[src/sb_pkg.sv]
// System-bus definitions shared by the bus-to-FIFO bridge and its queue
`default_nettype none

package sb_pkg;

    // Default data-word width of the bus, not counting the two tag bits
    localparam int sb_width = 64;

    // Beat tag, carried in the top two bits of every bus beat
    typedef logic [1:0] sb_tag_t;

    // Tag codes on the master channel (requests toward the slave)
    localparam sb_tag_t sb_m_rd_hdr  = 2'b00;
    localparam sb_tag_t sb_m_wr_hdr  = 2'b01;
    localparam sb_tag_t sb_m_wr_data = 2'b10;
    localparam sb_tag_t sb_m_wr_last = 2'b11;

    // Tag codes on the slave channel (responses back to the master)
    localparam sb_tag_t sb_s_wr_rsp  = 2'b00;
    localparam sb_tag_t sb_s_rd_hdr  = 2'b01;
    localparam sb_tag_t sb_s_rd_data = 2'b10;
    localparam sb_tag_t sb_s_rd_last = 2'b11;

    // Header field positions; address sits at the bottom, below the length
    localparam int sb_len_lo = 32;
    localparam int sb_len_w  = 4;
    localparam int sb_id_lo  = 41;

    // The byte mask takes one bit per byte at the top of the word
    function automatic int sb_mask_width(input int bwidth);
        return bwidth / 8;
    endfunction

    // The id runs from bit 41 up to just below the byte mask
    function automatic int sb_id_width(input int bwidth);
        return bwidth - sb_mask_width(bwidth) - sb_id_lo;
    endfunction

    // Header view of a bus word, most significant field first
    typedef struct packed {
        logic [sb_mask_width(sb_width)-1:0]      mask;
        logic [sb_id_width(sb_width)-1:0]        id;
        logic [sb_id_lo-sb_len_lo-sb_len_w-1:0] rsvd;
        logic [sb_len_w-1:0]                     len;
        logic [sb_len_lo-1:0]                    addr;
    } sb_hdr_t;

    // One bus word seen either as plain data or as a request/response header
    typedef union packed {
        logic [sb_width-1:0] raw;
        sb_hdr_t             hdr;
    } sb_word_u;

endpackage

`default_nettype wire

[src/word_fifo.sv]
// Single-clock word FIFO with not-full and not-empty levels and a combinational head word
`timescale 1ns/1ns
`default_nettype none

module word_fifo
    import sb_pkg::*;
#(
    parameter int BWIDTH = sb_width,
    parameter int DEPTH  = 16
) (
    input  logic              CLK,
    input  logic              RST,

    // Push side
    input  logic              wr,
    input  logic [BWIDTH-1:0] wr_data,
    output logic              wr_rdy,

    // Pop side
    input  logic              rd,
    output logic [BWIDTH-1:0] rd_data,
    output logic              rd_rdy
);

    // Pointer and occupancy widths; the count must reach DEPTH itself
    localparam int AW = $clog2(DEPTH);
    localparam int CW = $clog2(DEPTH + 1);

    localparam logic [AW-1:0] last_ptr = AW'(DEPTH - 1);
    localparam logic [CW-1:0] full_cnt = CW'(DEPTH);

    // Storage array
    logic [BWIDTH-1:0] mem [DEPTH];

    logic [AW-1:0] wr_ptr;
    logic [AW-1:0] rd_ptr;
    logic [CW-1:0] count;

    logic push;
    logic pop;

    // Strobes beyond the levels are dropped here and flagged below
    assign push = wr && wr_rdy;
    assign pop  = rd && rd_rdy;

    always_ff @(posedge CLK) begin
        if (push) begin
            mem[wr_ptr] <= wr_data;
        end
    end

    // Pointers wrap at DEPTH, which need not be a power of two
    always_ff @(posedge CLK or posedge RST) begin
        if (RST) begin
            wr_ptr <= '0;
            rd_ptr <= '0;
        end else begin
            if (push) begin
                wr_ptr <= (wr_ptr == last_ptr) ? '0 : wr_ptr + 1'b1;
            end
            if (pop) begin
                rd_ptr <= (rd_ptr == last_ptr) ? '0 : rd_ptr + 1'b1;
            end
        end
    end

    // A push and pop together leave the count as it is
    always_ff @(posedge CLK or posedge RST) begin
        if (RST) begin
            count <= '0;
        end else if (push && !pop) begin
            count <= count + 1'b1;
        end else if (pop && !push) begin
            count <= count - 1'b1;
        end
    end

    assign wr_rdy  = (count != full_cnt);
    assign rd_rdy  = (count != '0);

    // Head word; a word pushed into an empty queue shows up after the edge
    assign rd_data = mem[rd_ptr];

    a_no_push_full: assert property (@(posedge CLK) disable iff (RST)
        wr |-> count < full_cnt)
        else $error("word_fifo: push while full");

    a_no_pop_empty: assert property (@(posedge CLK) disable iff (RST)
        rd |-> count > '0)
        else $error("word_fifo: pop while empty");

endmodule

`default_nettype wire

[src/sb_fifo_bridge.sv]
// Split-transaction bus slave port that turns bus requests into FIFO push and pop strobes
`timescale 1ns/1ns
`default_nettype none

module sb_fifo_bridge
    import sb_pkg::*;
#(
    parameter int BWIDTH = sb_width
) (
    input  logic              CLK,
    input  logic              RST,

    // Master channel, requests coming in
    input  logic [BWIDTH+1:0] sp_m_bus,
    input  logic              sp_m_vld,
    output logic              sp_m_rdy,

    // Slave channel, responses going out
    output logic [BWIDTH+1:0] sp_s_bus,
    output logic              sp_s_vld,
    input  logic              sp_s_rdy,

    // Queue read side
    input  logic              rd_rdy,
    output logic              rd,
    input  logic [BWIDTH-1:0] rd_data,

    // Queue write side
    input  logic              wr_rdy,
    output logic              wr,
    output logic [BWIDTH-1:0] wr_data
);

    // The header union is laid out for a 64-bit word only
    if (BWIDTH != sb_width) begin : g_width_chk
        $error("sb_fifo_bridge: header layout needs BWIDTH of %0d", sb_width);
    end

    // Incoming beat split into its tag and its word
    sb_tag_t  m_tag;
    sb_word_u m_word;

    // Outgoing beat before it is joined onto the slave bus
    sb_tag_t  s_tag;
    sb_word_u s_word;

    // Write side state
    logic                             wr_resp_pend;
    logic [sb_id_width(BWIDTH)-1:0]   wr_id;
    logic                             wr_hdr;
    logic                             wr_beat;
    logic                             wr_last;

    // Read side state
    logic       rd_active;
    logic [3:0] rd_cnt;
    logic       rd_req;
    logic       rd_accept;
    logic       rd_last;
    logic       rd_done;

    assign m_tag  = sp_m_bus[BWIDTH+1:BWIDTH];
    assign m_word = sp_m_bus[BWIDTH-1:0];

    // A write header is only taken once the previous write response is gone,
    // since there is a single id register to echo
    assign wr_hdr  = sp_m_vld && (m_tag == sb_m_wr_hdr) && !wr_resp_pend;

    // Data and last data beats both go straight into the queue
    assign wr_beat = sp_m_vld && ((m_tag == sb_m_wr_data) || (m_tag == sb_m_wr_last));
    assign wr_last = wr_beat && wr_rdy && (m_tag == sb_m_wr_last);

    // Id of the write burst in progress, echoed in its response
    always_ff @(posedge CLK) begin
        if (wr_hdr) begin
            wr_id <= m_word.hdr.id;
        end
    end

    // The response is due from the cycle after the last beat and stays due
    // until the slave channel takes it; an active read keeps the bus first
    always_ff @(posedge CLK or posedge RST) begin
        if (RST) begin
            wr_resp_pend <= 1'b0;
        end else begin
            wr_resp_pend <= wr_last || (wr_resp_pend && !(sp_s_rdy && !rd_active));
        end
    end

    // Only one read may be open, and it must not overtake a pending response
    assign rd_req    = sp_m_vld && (m_tag == sb_m_rd_hdr) && !rd_active && !wr_resp_pend;

    // The response header goes out combinationally, so the request is taken
    // only when the receiver can take that header in the same cycle
    assign rd_accept = rd_req && sp_s_rdy;

    // Pop only when a word is there and the receiver takes it
    assign rd        = rd_active && sp_s_rdy && rd_rdy;

    // The final word is marked from the count alone so the tag does not
    // change while the receiver stalls
    assign rd_last   = rd_active && (rd_cnt == 4'd0);
    assign rd_done   = rd && (rd_cnt == 4'd0);

    always_ff @(posedge CLK or posedge RST) begin
        if (RST) begin
            rd_active <= 1'b0;
        end else if (rd_accept) begin
            rd_active <= 1'b1;
        end else if (rd_done) begin
            rd_active <= 1'b0;
        end
    end

    // Counts the words still to send after the current head, n down to zero
    always_ff @(posedge CLK) begin
        if (rd_accept) begin
            rd_cnt <= m_word.hdr.len;
        end else if (rd) begin
            rd_cnt <= rd_cnt - 4'd1;
        end
    end

    assign wr      = wr_beat && wr_rdy;
    assign wr_data = m_word.raw;

    // Read data goes out first, then a new read header, and otherwise the
    // write response
    always_comb begin
        s_word = '0;
        s_tag  = sb_s_wr_rsp;
        if (rd_active) begin
            s_word.raw = rd_data;
            s_tag      = rd_last ? sb_s_rd_last : sb_s_rd_data;
        end else if (rd_req) begin
            s_word.hdr.id = m_word.hdr.id;
            s_tag         = sb_s_rd_hdr;
        end else begin
            s_word.hdr.id = wr_id;
        end
    end

    assign sp_s_bus = {s_tag, s_word.raw};

    // During a read the bus carries only queue words, so a pending write
    // response must not show valid over an empty queue
    assign sp_s_vld = rd_active ? rd_rdy : (wr_resp_pend || rd_req);

    assign sp_m_rdy = wr_hdr || (wr_beat && wr_rdy) || rd_accept;

    // A beat offered to a stalled receiver stays put until it is taken
    a_s_bus_stable: assert property (@(posedge CLK) disable iff (RST)
        sp_s_vld && !sp_s_rdy |=> sp_s_vld && $stable(sp_s_bus))
        else $error("sb_fifo_bridge: slave beat changed while stalled");

endmodule

`default_nettype wire

[src/sb_fifo_top.sv]
// Top level joining the bus-to-FIFO bridge to its word queue
`timescale 1ns/1ns
`default_nettype none

module sb_fifo_top
    import sb_pkg::*;
#(
    parameter int BWIDTH = sb_width,
    parameter int DEPTH  = 16
) (
    input  logic              CLK,
    input  logic              RST,

    // Master channel
    input  logic [BWIDTH+1:0] sp_m_bus,
    input  logic              sp_m_vld,
    output logic              sp_m_rdy,

    // Slave channel
    output logic [BWIDTH+1:0] sp_s_bus,
    output logic              sp_s_vld,
    input  logic              sp_s_rdy
);

    // Queue strobes and levels between the bridge and the queue
    logic              rd_rdy;
    logic              rd;
    logic [BWIDTH-1:0] rd_data;
    logic              wr_rdy;
    logic              wr;
    logic [BWIDTH-1:0] wr_data;

    sb_fifo_bridge #(
        .BWIDTH (BWIDTH)
    ) bridge0 (
        .CLK      (CLK),
        .RST      (RST),
        .sp_m_bus (sp_m_bus),
        .sp_m_vld (sp_m_vld),
        .sp_m_rdy (sp_m_rdy),
        .sp_s_bus (sp_s_bus),
        .sp_s_vld (sp_s_vld),
        .sp_s_rdy (sp_s_rdy),
        .rd_rdy   (rd_rdy),
        .rd       (rd),
        .rd_data  (rd_data),
        .wr_rdy   (wr_rdy),
        .wr       (wr),
        .wr_data  (wr_data)
    );

    word_fifo #(
        .BWIDTH (BWIDTH),
        .DEPTH  (DEPTH)
    ) fifo0 (
        .CLK     (CLK),
        .RST     (RST),
        .wr      (wr),
        .wr_data (wr_data),
        .wr_rdy  (wr_rdy),
        .rd      (rd),
        .rd_data (rd_data),
        .rd_rdy  (rd_rdy)
    );

endmodule

`default_nettype wire

[config.mk]
export PLATFORM = sky130hd
export DESIGN_NAME = sb_fifo_top
export DESIGN_NICKNAME = d
export VERILOG_FILES = /design/src/sb_pkg.sv /design/src/word_fifo.sv /design/src/sb_fifo_bridge.sv /design/src/sb_fifo_top.sv
export SDC_FILE = /design/constraint.sdc
export NUM_CORES = 1
export LEC_CHECK = 0
export ABC_CLOCK_PERIOD_IN_PS = 3540
export BUFFER_PORTS_ARGS = -buffer_cell sky130_fd_sc_hd__buf_2
export CAP_MARGIN = 20
export CORE_MARGIN = 5
export CORE_UTILIZATION = 33
export CTS_CLUSTER_SIZE = 24
export DETAILED_ROUTE_END_ITERATION = 16
export PLACE_DENSITY_LB_ADDON = 0.1
export SYNTH_ARGS = -nofsm -noshare
export SYNTH_HDL_FRONTEND = slang
export SYNTH_SLANG_ARGS = --single-unit
[constraint.sdc]
create_clock -name CLK -period 3.54 [get_ports CLK]
set_clock_uncertainty 0.15 [all_clocks]
set_input_delay 0 -clock CLK [delete_from_list [all_inputs] [get_ports CLK]]
set_output_delay 0 -clock CLK [all_outputs]
set_load 0.005 [all_outputs]
==> impl_metrics.json, run 1 <==
{
  "cp_slowest_cell": "dfrtp_4",
  "fillers": 11000,
  "hold_violations": 0,
  "drive_gt1_share_pct": 28.8,
  "yosysTopAreaCellShare_pct": 76.8,
  "chipHeight_um": 361,
  "synthFlopType": "edfxtp_1",
  "netlist-cell-type-count": 48,
  "hp-class": "in2reg",
  "synthesis.area_mm2": 0.0408,
  "drtAntennaViolNets": 0,
  "io_buffers": 137,
  "ctsLongestPathBuffers": 3,
  "cts_setup_buffers": 0,
  "reg2regPathDepth": 10,
  "cp_top_family": "buffers and inverters",
  "wl_mm": 102,
  "synth_area_leaders": "edfxtp_1 77%, mux4_2 13%, mux2i_1 2.6%, dfrtp_1 0.92%, o22ai_1 0.61%",
  "critical_path_class": "reg2out",
  "yosys_warnings": 0,
  "cts_buffers": 117,
  "crit_cells": 5,
  "hpwl_mm": 54.4,
  "synth_xor_xnor_area_share_pct": 0.172,
  "hold_ws_ns": 0.0666,
  "syn_nets": 1887,
  "clk_pin_slew_ns": 0.06,
  "seqPwrFrac_pct": 40.8,
  "nets": 2182,
  "timing.setup.tns_ns": 0,
  "ir_worst_vdd_mv": 0.465,
  "die_area_mm2": 0.131,
  "outcome": "complete, no violations",
  "max_freq_mhz": 306,
  "ff2ff_setup_slack_ns": 0.56,
  "worst_setup_path_start_kind": "flop",
  "reg2reg_from": "fifo0.count[2]",
  "htree_levels": 3,
  "slew_headroom_pct": 34.3,
  "slew_viol_final": 0,
  "synth_edf_count": 1043,
  "core_mm2": 0.123,
  "post_drt_wl_per_cell_um": 26.6,
  "drt-initial-drc-count": 1439,
  "startpoint": "fifo0.rd_ptr[1]",
  "fin_crit_sh_pct": 92.4,
  "setup_viol": 0,
  "synthMuxAreaShare_pct": 16.0,
  "p_sw_uw": 10600,
  "synth_area_per_cell_um2": 22.6,
  "cts_resized": 0,
  "fin_crit_ns": 3.27,
  "grt_pass1_wl_mm": 150,
  "cts.sinks": 1058,
  "tightest_slew_ns": 0.986,
  "syn_inst": 1806,
  "start_util_pct": 33.1,
  "clockRootBuffer": "clkbuf_16",
  "clock_latency_ns": 0.69,
  "post-route-util_pct": 39.2,
  "synth-compound-area-share_pct": 2.53,
  "powerDensity_mw_per_mm2": 751,
  "syn_to_final_growth_pct": 18.6,
  "synthSimpleGateAreaFrac_pct": 1.57,
  "io_pins": 138,
  "p_leak_uw": 0.0155,
  "ys_seq_area_share_pct": 77.7,
  "die_width_um": 361,
  "avgViaCountPerCell": 5.02,
  "rsz0062_at_grt": "no",
  "grt_max_degree": 98,
  "hold_end": "fifo0.mem[13][23]",
  "antenna_found_initial": 4,
  "firstDrtPassIters": 7,
  "drc_errors": 0,
  "std_cell_rows": 129,
  "swShare_pct": 29.2,
  "synthAdderAreaFrac_pct": 0.356,
  "cp.arrival_ns": 3.12,
  "vias": 19300,
  "pwr-share-clk_pct": 32.2,
  "reg2reg_to": "fifo0.count[4]",
  "hold_depth": 2,
  "worst-path-buf-inv": 2,
  "synth-seq-cells": 1058,
  "combPwrFrac_pct": 27.0,
  "grt_pass1_vias": 21100,
  "async_flop_share_pct": 1.42,
  "cap_violations": 0,
  "max_stage_delay_ns": 0.67,
  "required_ns": 3.39,
  "worstPathCellList": "buf_12, mux4_2, mux2i_1, o22ai_1, buf_2",
  "cts_tree": "built",
  "grt.total_usage_pct": 15.5,
  "cp-end-kind": "output port",
  "worstHoldStart": "sp_m_bus[23]",
  "synth_top_family_by_area": "multiplexers",
  "path_max_fanout": 97,
  "yosysTopAreaCell": "edfxtp_1",
  "place.gp.congestion": 0.708,
  "overflow": 0,
  "internal_power_uw": 25700,
  "cts_hold_buf": 73
}
placed cells by master (no fill, tap or decap), types with 28 or more instances in the layout:
cell type / Yosys / final
mux2i_1: 104 / 104
a21oi_1: 28 / 28
dlygate4sd3_1: 0 / 73
buf_12: 0 / 34
clkbuf_16: 0 / 117
mux4_2: 244 / 244
buf_4: 17 / 31
buf_2: 18 / 137
o22ai_1: 40 / 40
edfxtp_1: 1043 / 1043
clkinv_1: 0 / 39
sequential cells by signal, summed over array words and instances (netlist names):
name                  cells
bridge0.wr_resp_pend      1
fifo0.rd_ptr              4
bridge0.rd_cnt            4
fifo0.count               5
bridge0.rd_active         1
fifo0.mem              1024
bridge0.wr_id            15
fifo0.wr_ptr              4
stage by stage:
stage / total power, uW / std cells / cell area [um2] / worst slack, ns
final: 36300 / 3841 / 48300 / 0.270
after global routing: 38100 / 3840 / 48300 / 0.0535
after CTS: 37000 / 3839 / 48300 / 0.0833
after detailed placement: 25100 / 3546 / 43900 / 0.542
after global placement: 25100 / 3546 / 43900 / 0.598
after floorplan: 21500 / 1806 / 40800 / 0.376
worst max path at each step:
stage                            to
floorplan           fifo0.mem[4][0]
global placement     fifo0.count[4]
detailed placement   fifo0.count[4]
CTS                    sp_s_bus[32]
global route           sp_s_bus[45]
finish                  sp_s_bus[3]
synth_stat cells, types with 3 or more instances:
library cell,instances
a211oi_1,12
a21o_1,3
a21oi_1,28
a22oi_1,21
a311oi_1,11
and2_1,16
buf_1,9
buf_2,18
buf_4,17
buf_6,18
clkbuf_1,35
dfrtp_1,15
edfxtp_1,1043
ha_1,10
inv_1,11
mux2i_1,104
mux4_2,244
nand2_1,24
nand2b_1,6
nor2_1,14
nor2b_1,23
nor3_1,5
nor3b_1,16
o211ai_1,13
o21ai_0,12
o21ai_1,8
o22ai_1,40
xnor2_1,6
layout make-up:
cell class	instances	area, um2	area share, %
clock buffers	135	3000	6.20
diodes	2	5.00	0.0104
flip-flops and latches	1058	31700	65.6
clock inverters	85	709	1.47
repair buffers	275	2330	4.82
multi-input cells	637	8500	17.6
inverters	12	45.0	0.0932
well taps	1637	2050	4.24
cell families after synthesis:
kind of cell             Yosys count
AO/OA/AOI/OAI                    157
buffers and inverters            111
AND/OR/NAND/NOR                  113
flip-flops                      1058
XOR/XNOR                           8
adder cells (fa/ha/maj)           11
multiplexers                     348
routing by layer:
metal | share of wire (%) | track usage (%) | up-vias
met5 | 0.0069 | 0 | -
met4 | 1.4 | 3.23 | 2
met3 | 4.0 | 2.26 | 104
met2 | 50 | 26.1 | 406
met1 | 45 | 21.7 | 10500
li1 | - | - | 8274
worst register-to-register path, delay by kind of cell, from the launching register on:
| family | cells | cell delay [ns] |
|---|---|---|
| xor gates and xnor gates | 1 | 0.14 |
| adders and majority gates | 2 | 0.59 |
| DFF | 1 | 0.40 |
| and+or+nand+nor | 1 | 0.47 |
| muxes | 1 | 0.24 |
| AOI/OAI and AO/OA | 3 | 0.63 |
| buffers and inverters | 2 | 0.30 |
power by group through the flow:
stage | Sequential (uW) | Clock (uW) | Combinational, uW
6_report | 14800 | 11700 | 9800
5_1_grt | 14900 | 12500 | 10700
4_1_cts | 14800 | 12000 | 10200
3_5_place_dp | 15100 | 0 | 10000
3_3_place_gp | 15100 | 0 | 10100
2_1_floorplan | 14900 | 0 | 6670
(Power assumes the default switching activity.)
==> run 2, diff against run 1 <==
- PLACE_DENSITY_LB_ADDON: 0.1 -> default
==> impl_metrics.json, run 2 (synthesis results as in run 1) <==
{
  "worst_setup_path_start_kind": "flop",
  "critical_path_class": "reg2out",
  "max_freq_mhz": 302,
  "slew_viol_final": 0,
  "setup_viol": 0,
  "hold_ws_ns": 0.0976,
  "cp_common_cell": "buf_4",
  "firstDrtPassIters": 5,
  "design_area_mm2": 0.0483,
  "ir_worst_vdd_mv": 0.568,
  "post_drt_wl_per_cell_um": 24.7,
  "final_cell_mix": "1043 x edfxtp_1, 244 x mux4_2, 137 x buf_2",
  "finalPower_uw": 36000,
  "drtAntennaViolNets": 0,
  "clk_pin_slew_ns": 0.06,
  "cp.arrival_ns": 3.16,
  "grt_max_degree": 76,
  "chipHeight_um": 361,
  "overflow": 0,
  "top_register": "fifo0.mem",
  "clock_latency_ns": 0.69,
  "timing.setup.tns_ns": 0,
  "hold_violations": 0,
  "cap_violations": 0,
  "die_area_mm2": 0.131,
  "antenna_found_initial": 13,
  "wl_mm": 94.8,
  "path_max_fanout": 25,
  "vias": 19400,
  "use_met1_pct": 20.5,
  "cp_slowest_cell": "o21ai_1",
  "hpwl_mm": 54.5,
  "fin_crit_sh_pct": 93.6,
  "rsz0062_at_grt": "no",
  "mostFrequentLayoutCell": "edfxtp_1",
  "clockRootBuffer": "clkbuf_16",
  "place.gp.congestion": 0.776,
  "io_pins": 138,
  "drc_errors": 0,
  "tightest_slew_ns": 0.745,
  "drive_gt1_share_pct": 29.2,
  "powerDensity_mw_per_mm2": 746,
  "grt-busiest-layer": "met2",
  "required_ns": 3.39,
  "std_cell_rows": 129,
  "grt_pass1_wl_mm": 140,
  "cts_buffers": 106,
  "hp-class": "in2reg",
  "syn_to_final_growth_pct": 18.6,
  "nets": 2174,
  "largest_reg_flops": 1024,
  "top_regs": "fifo0.mem x1024, bridge0.wr_id x15, fifo0.count x5",
  "dpl_cell_area_mm2": 0.0440,
  "htree_levels": 3,
  "ctsLongestPathBuffers": 3,
  "fin_crit_ns": 3.31,
  "cts_tree": "built",
  "io_buffers": 137,
  "use_met2_pct": 23.1,
  "die_width_um": 361,
  "max_stage_delay_ns": 0.44,
  "grtUsageMet3_pct": 2.55,
  "grt.total_usage_pct": 14.3,
  "worstPathCellList": "buf_4, nand2b_4, buf_4, a311oi_1, a21oi_1, o21ai_1, buf_2",
  "cts.sinks": 1058,
  "drt-initial-drc-count": 1753,
  "p_leak_uw": 0.0155,
  "slew_headroom_pct": 50.3,
  "outcome": "complete, no violations",
  "post-route-util_pct": 39.3,
  "core_mm2": 0.123,
  "cp-end-kind": "output port",
  "avgViaCountPerCell": 5.06,
  "start_util_pct": 33.1,
  "grt_pass1_vias": 20400
}
-- run 2: path summary, 6_finish.rpt --
kind | from | end | depth (start not counted) | slack, ns
min reg2reg | fifo0.count[4] | fifo0.count[4] | 1 | 0.36
max reg2reg | fifo0.count[2] | fifo0.count[4] | 10 | 0.45
min in group asynchronous | RST | bridge0.rd_active | 4 | 0.40
min | sp_m_bus[28] | fifo0.mem[3][28] | 2 | 0.1
max | bridge0.rd_active | sp_s_bus[44] | 7 | 0.23
max in group asynchronous | RST | fifo0.rd_ptr[0] | 4 | 2.34
-- run 2: stage by stage --
step                worst slack, ns  std cells
finish                        0.225       3829
global route                0.00415       3823
CTS                          0.0306       3822
detailed placement            0.511       3549
global placement              0.594       3549
floorplan                     0.376       1806
-- run 2: power by group --
part / internal [uW] / switching, uW
combinational: 4460 / 5350
sequential: 14400 / 336
clock: 6660 / 4790
total: 25600 / 10500
-- run 2: worst max-delay path: cells and delay by family, from the launching register on --
kind	cells	cell delay, ns
buffers and inverters	3	0.92
AOI/OAI and AO/OA	3	0.91
and+or+nand+nor	1	0.29
DFF	1	0.34
-- run 2: final cells by class --
class	count	area (um2)
fill	10900	74800
sequential	1058	31700
multi-input combinational	637	8500
clock buffer	117	2720
timing repair buffer	278	2440
tap	1637	2050
clock inverter	84	873
inverter	12	45.0
antenna	6	15.0
-- run 2: metal layers --
metal,vias up,wire length (um)
met5,-,7
met4,2,1570
met3,114,5650
met2,541,45300
met1,10500,42200
li1,8258,-
-- run 2: what timing repair did --
| action | in CTS | in global routing |
|---|---|---|
| hold buffers | 72 | 0 |
| gates resized for setup | 0 | 2 |
| endpoints found under the setup margin | 0 | 6 |
| hold endpoints to repair | 1092 | 0 |
| setup buffers | 0 | 1 |
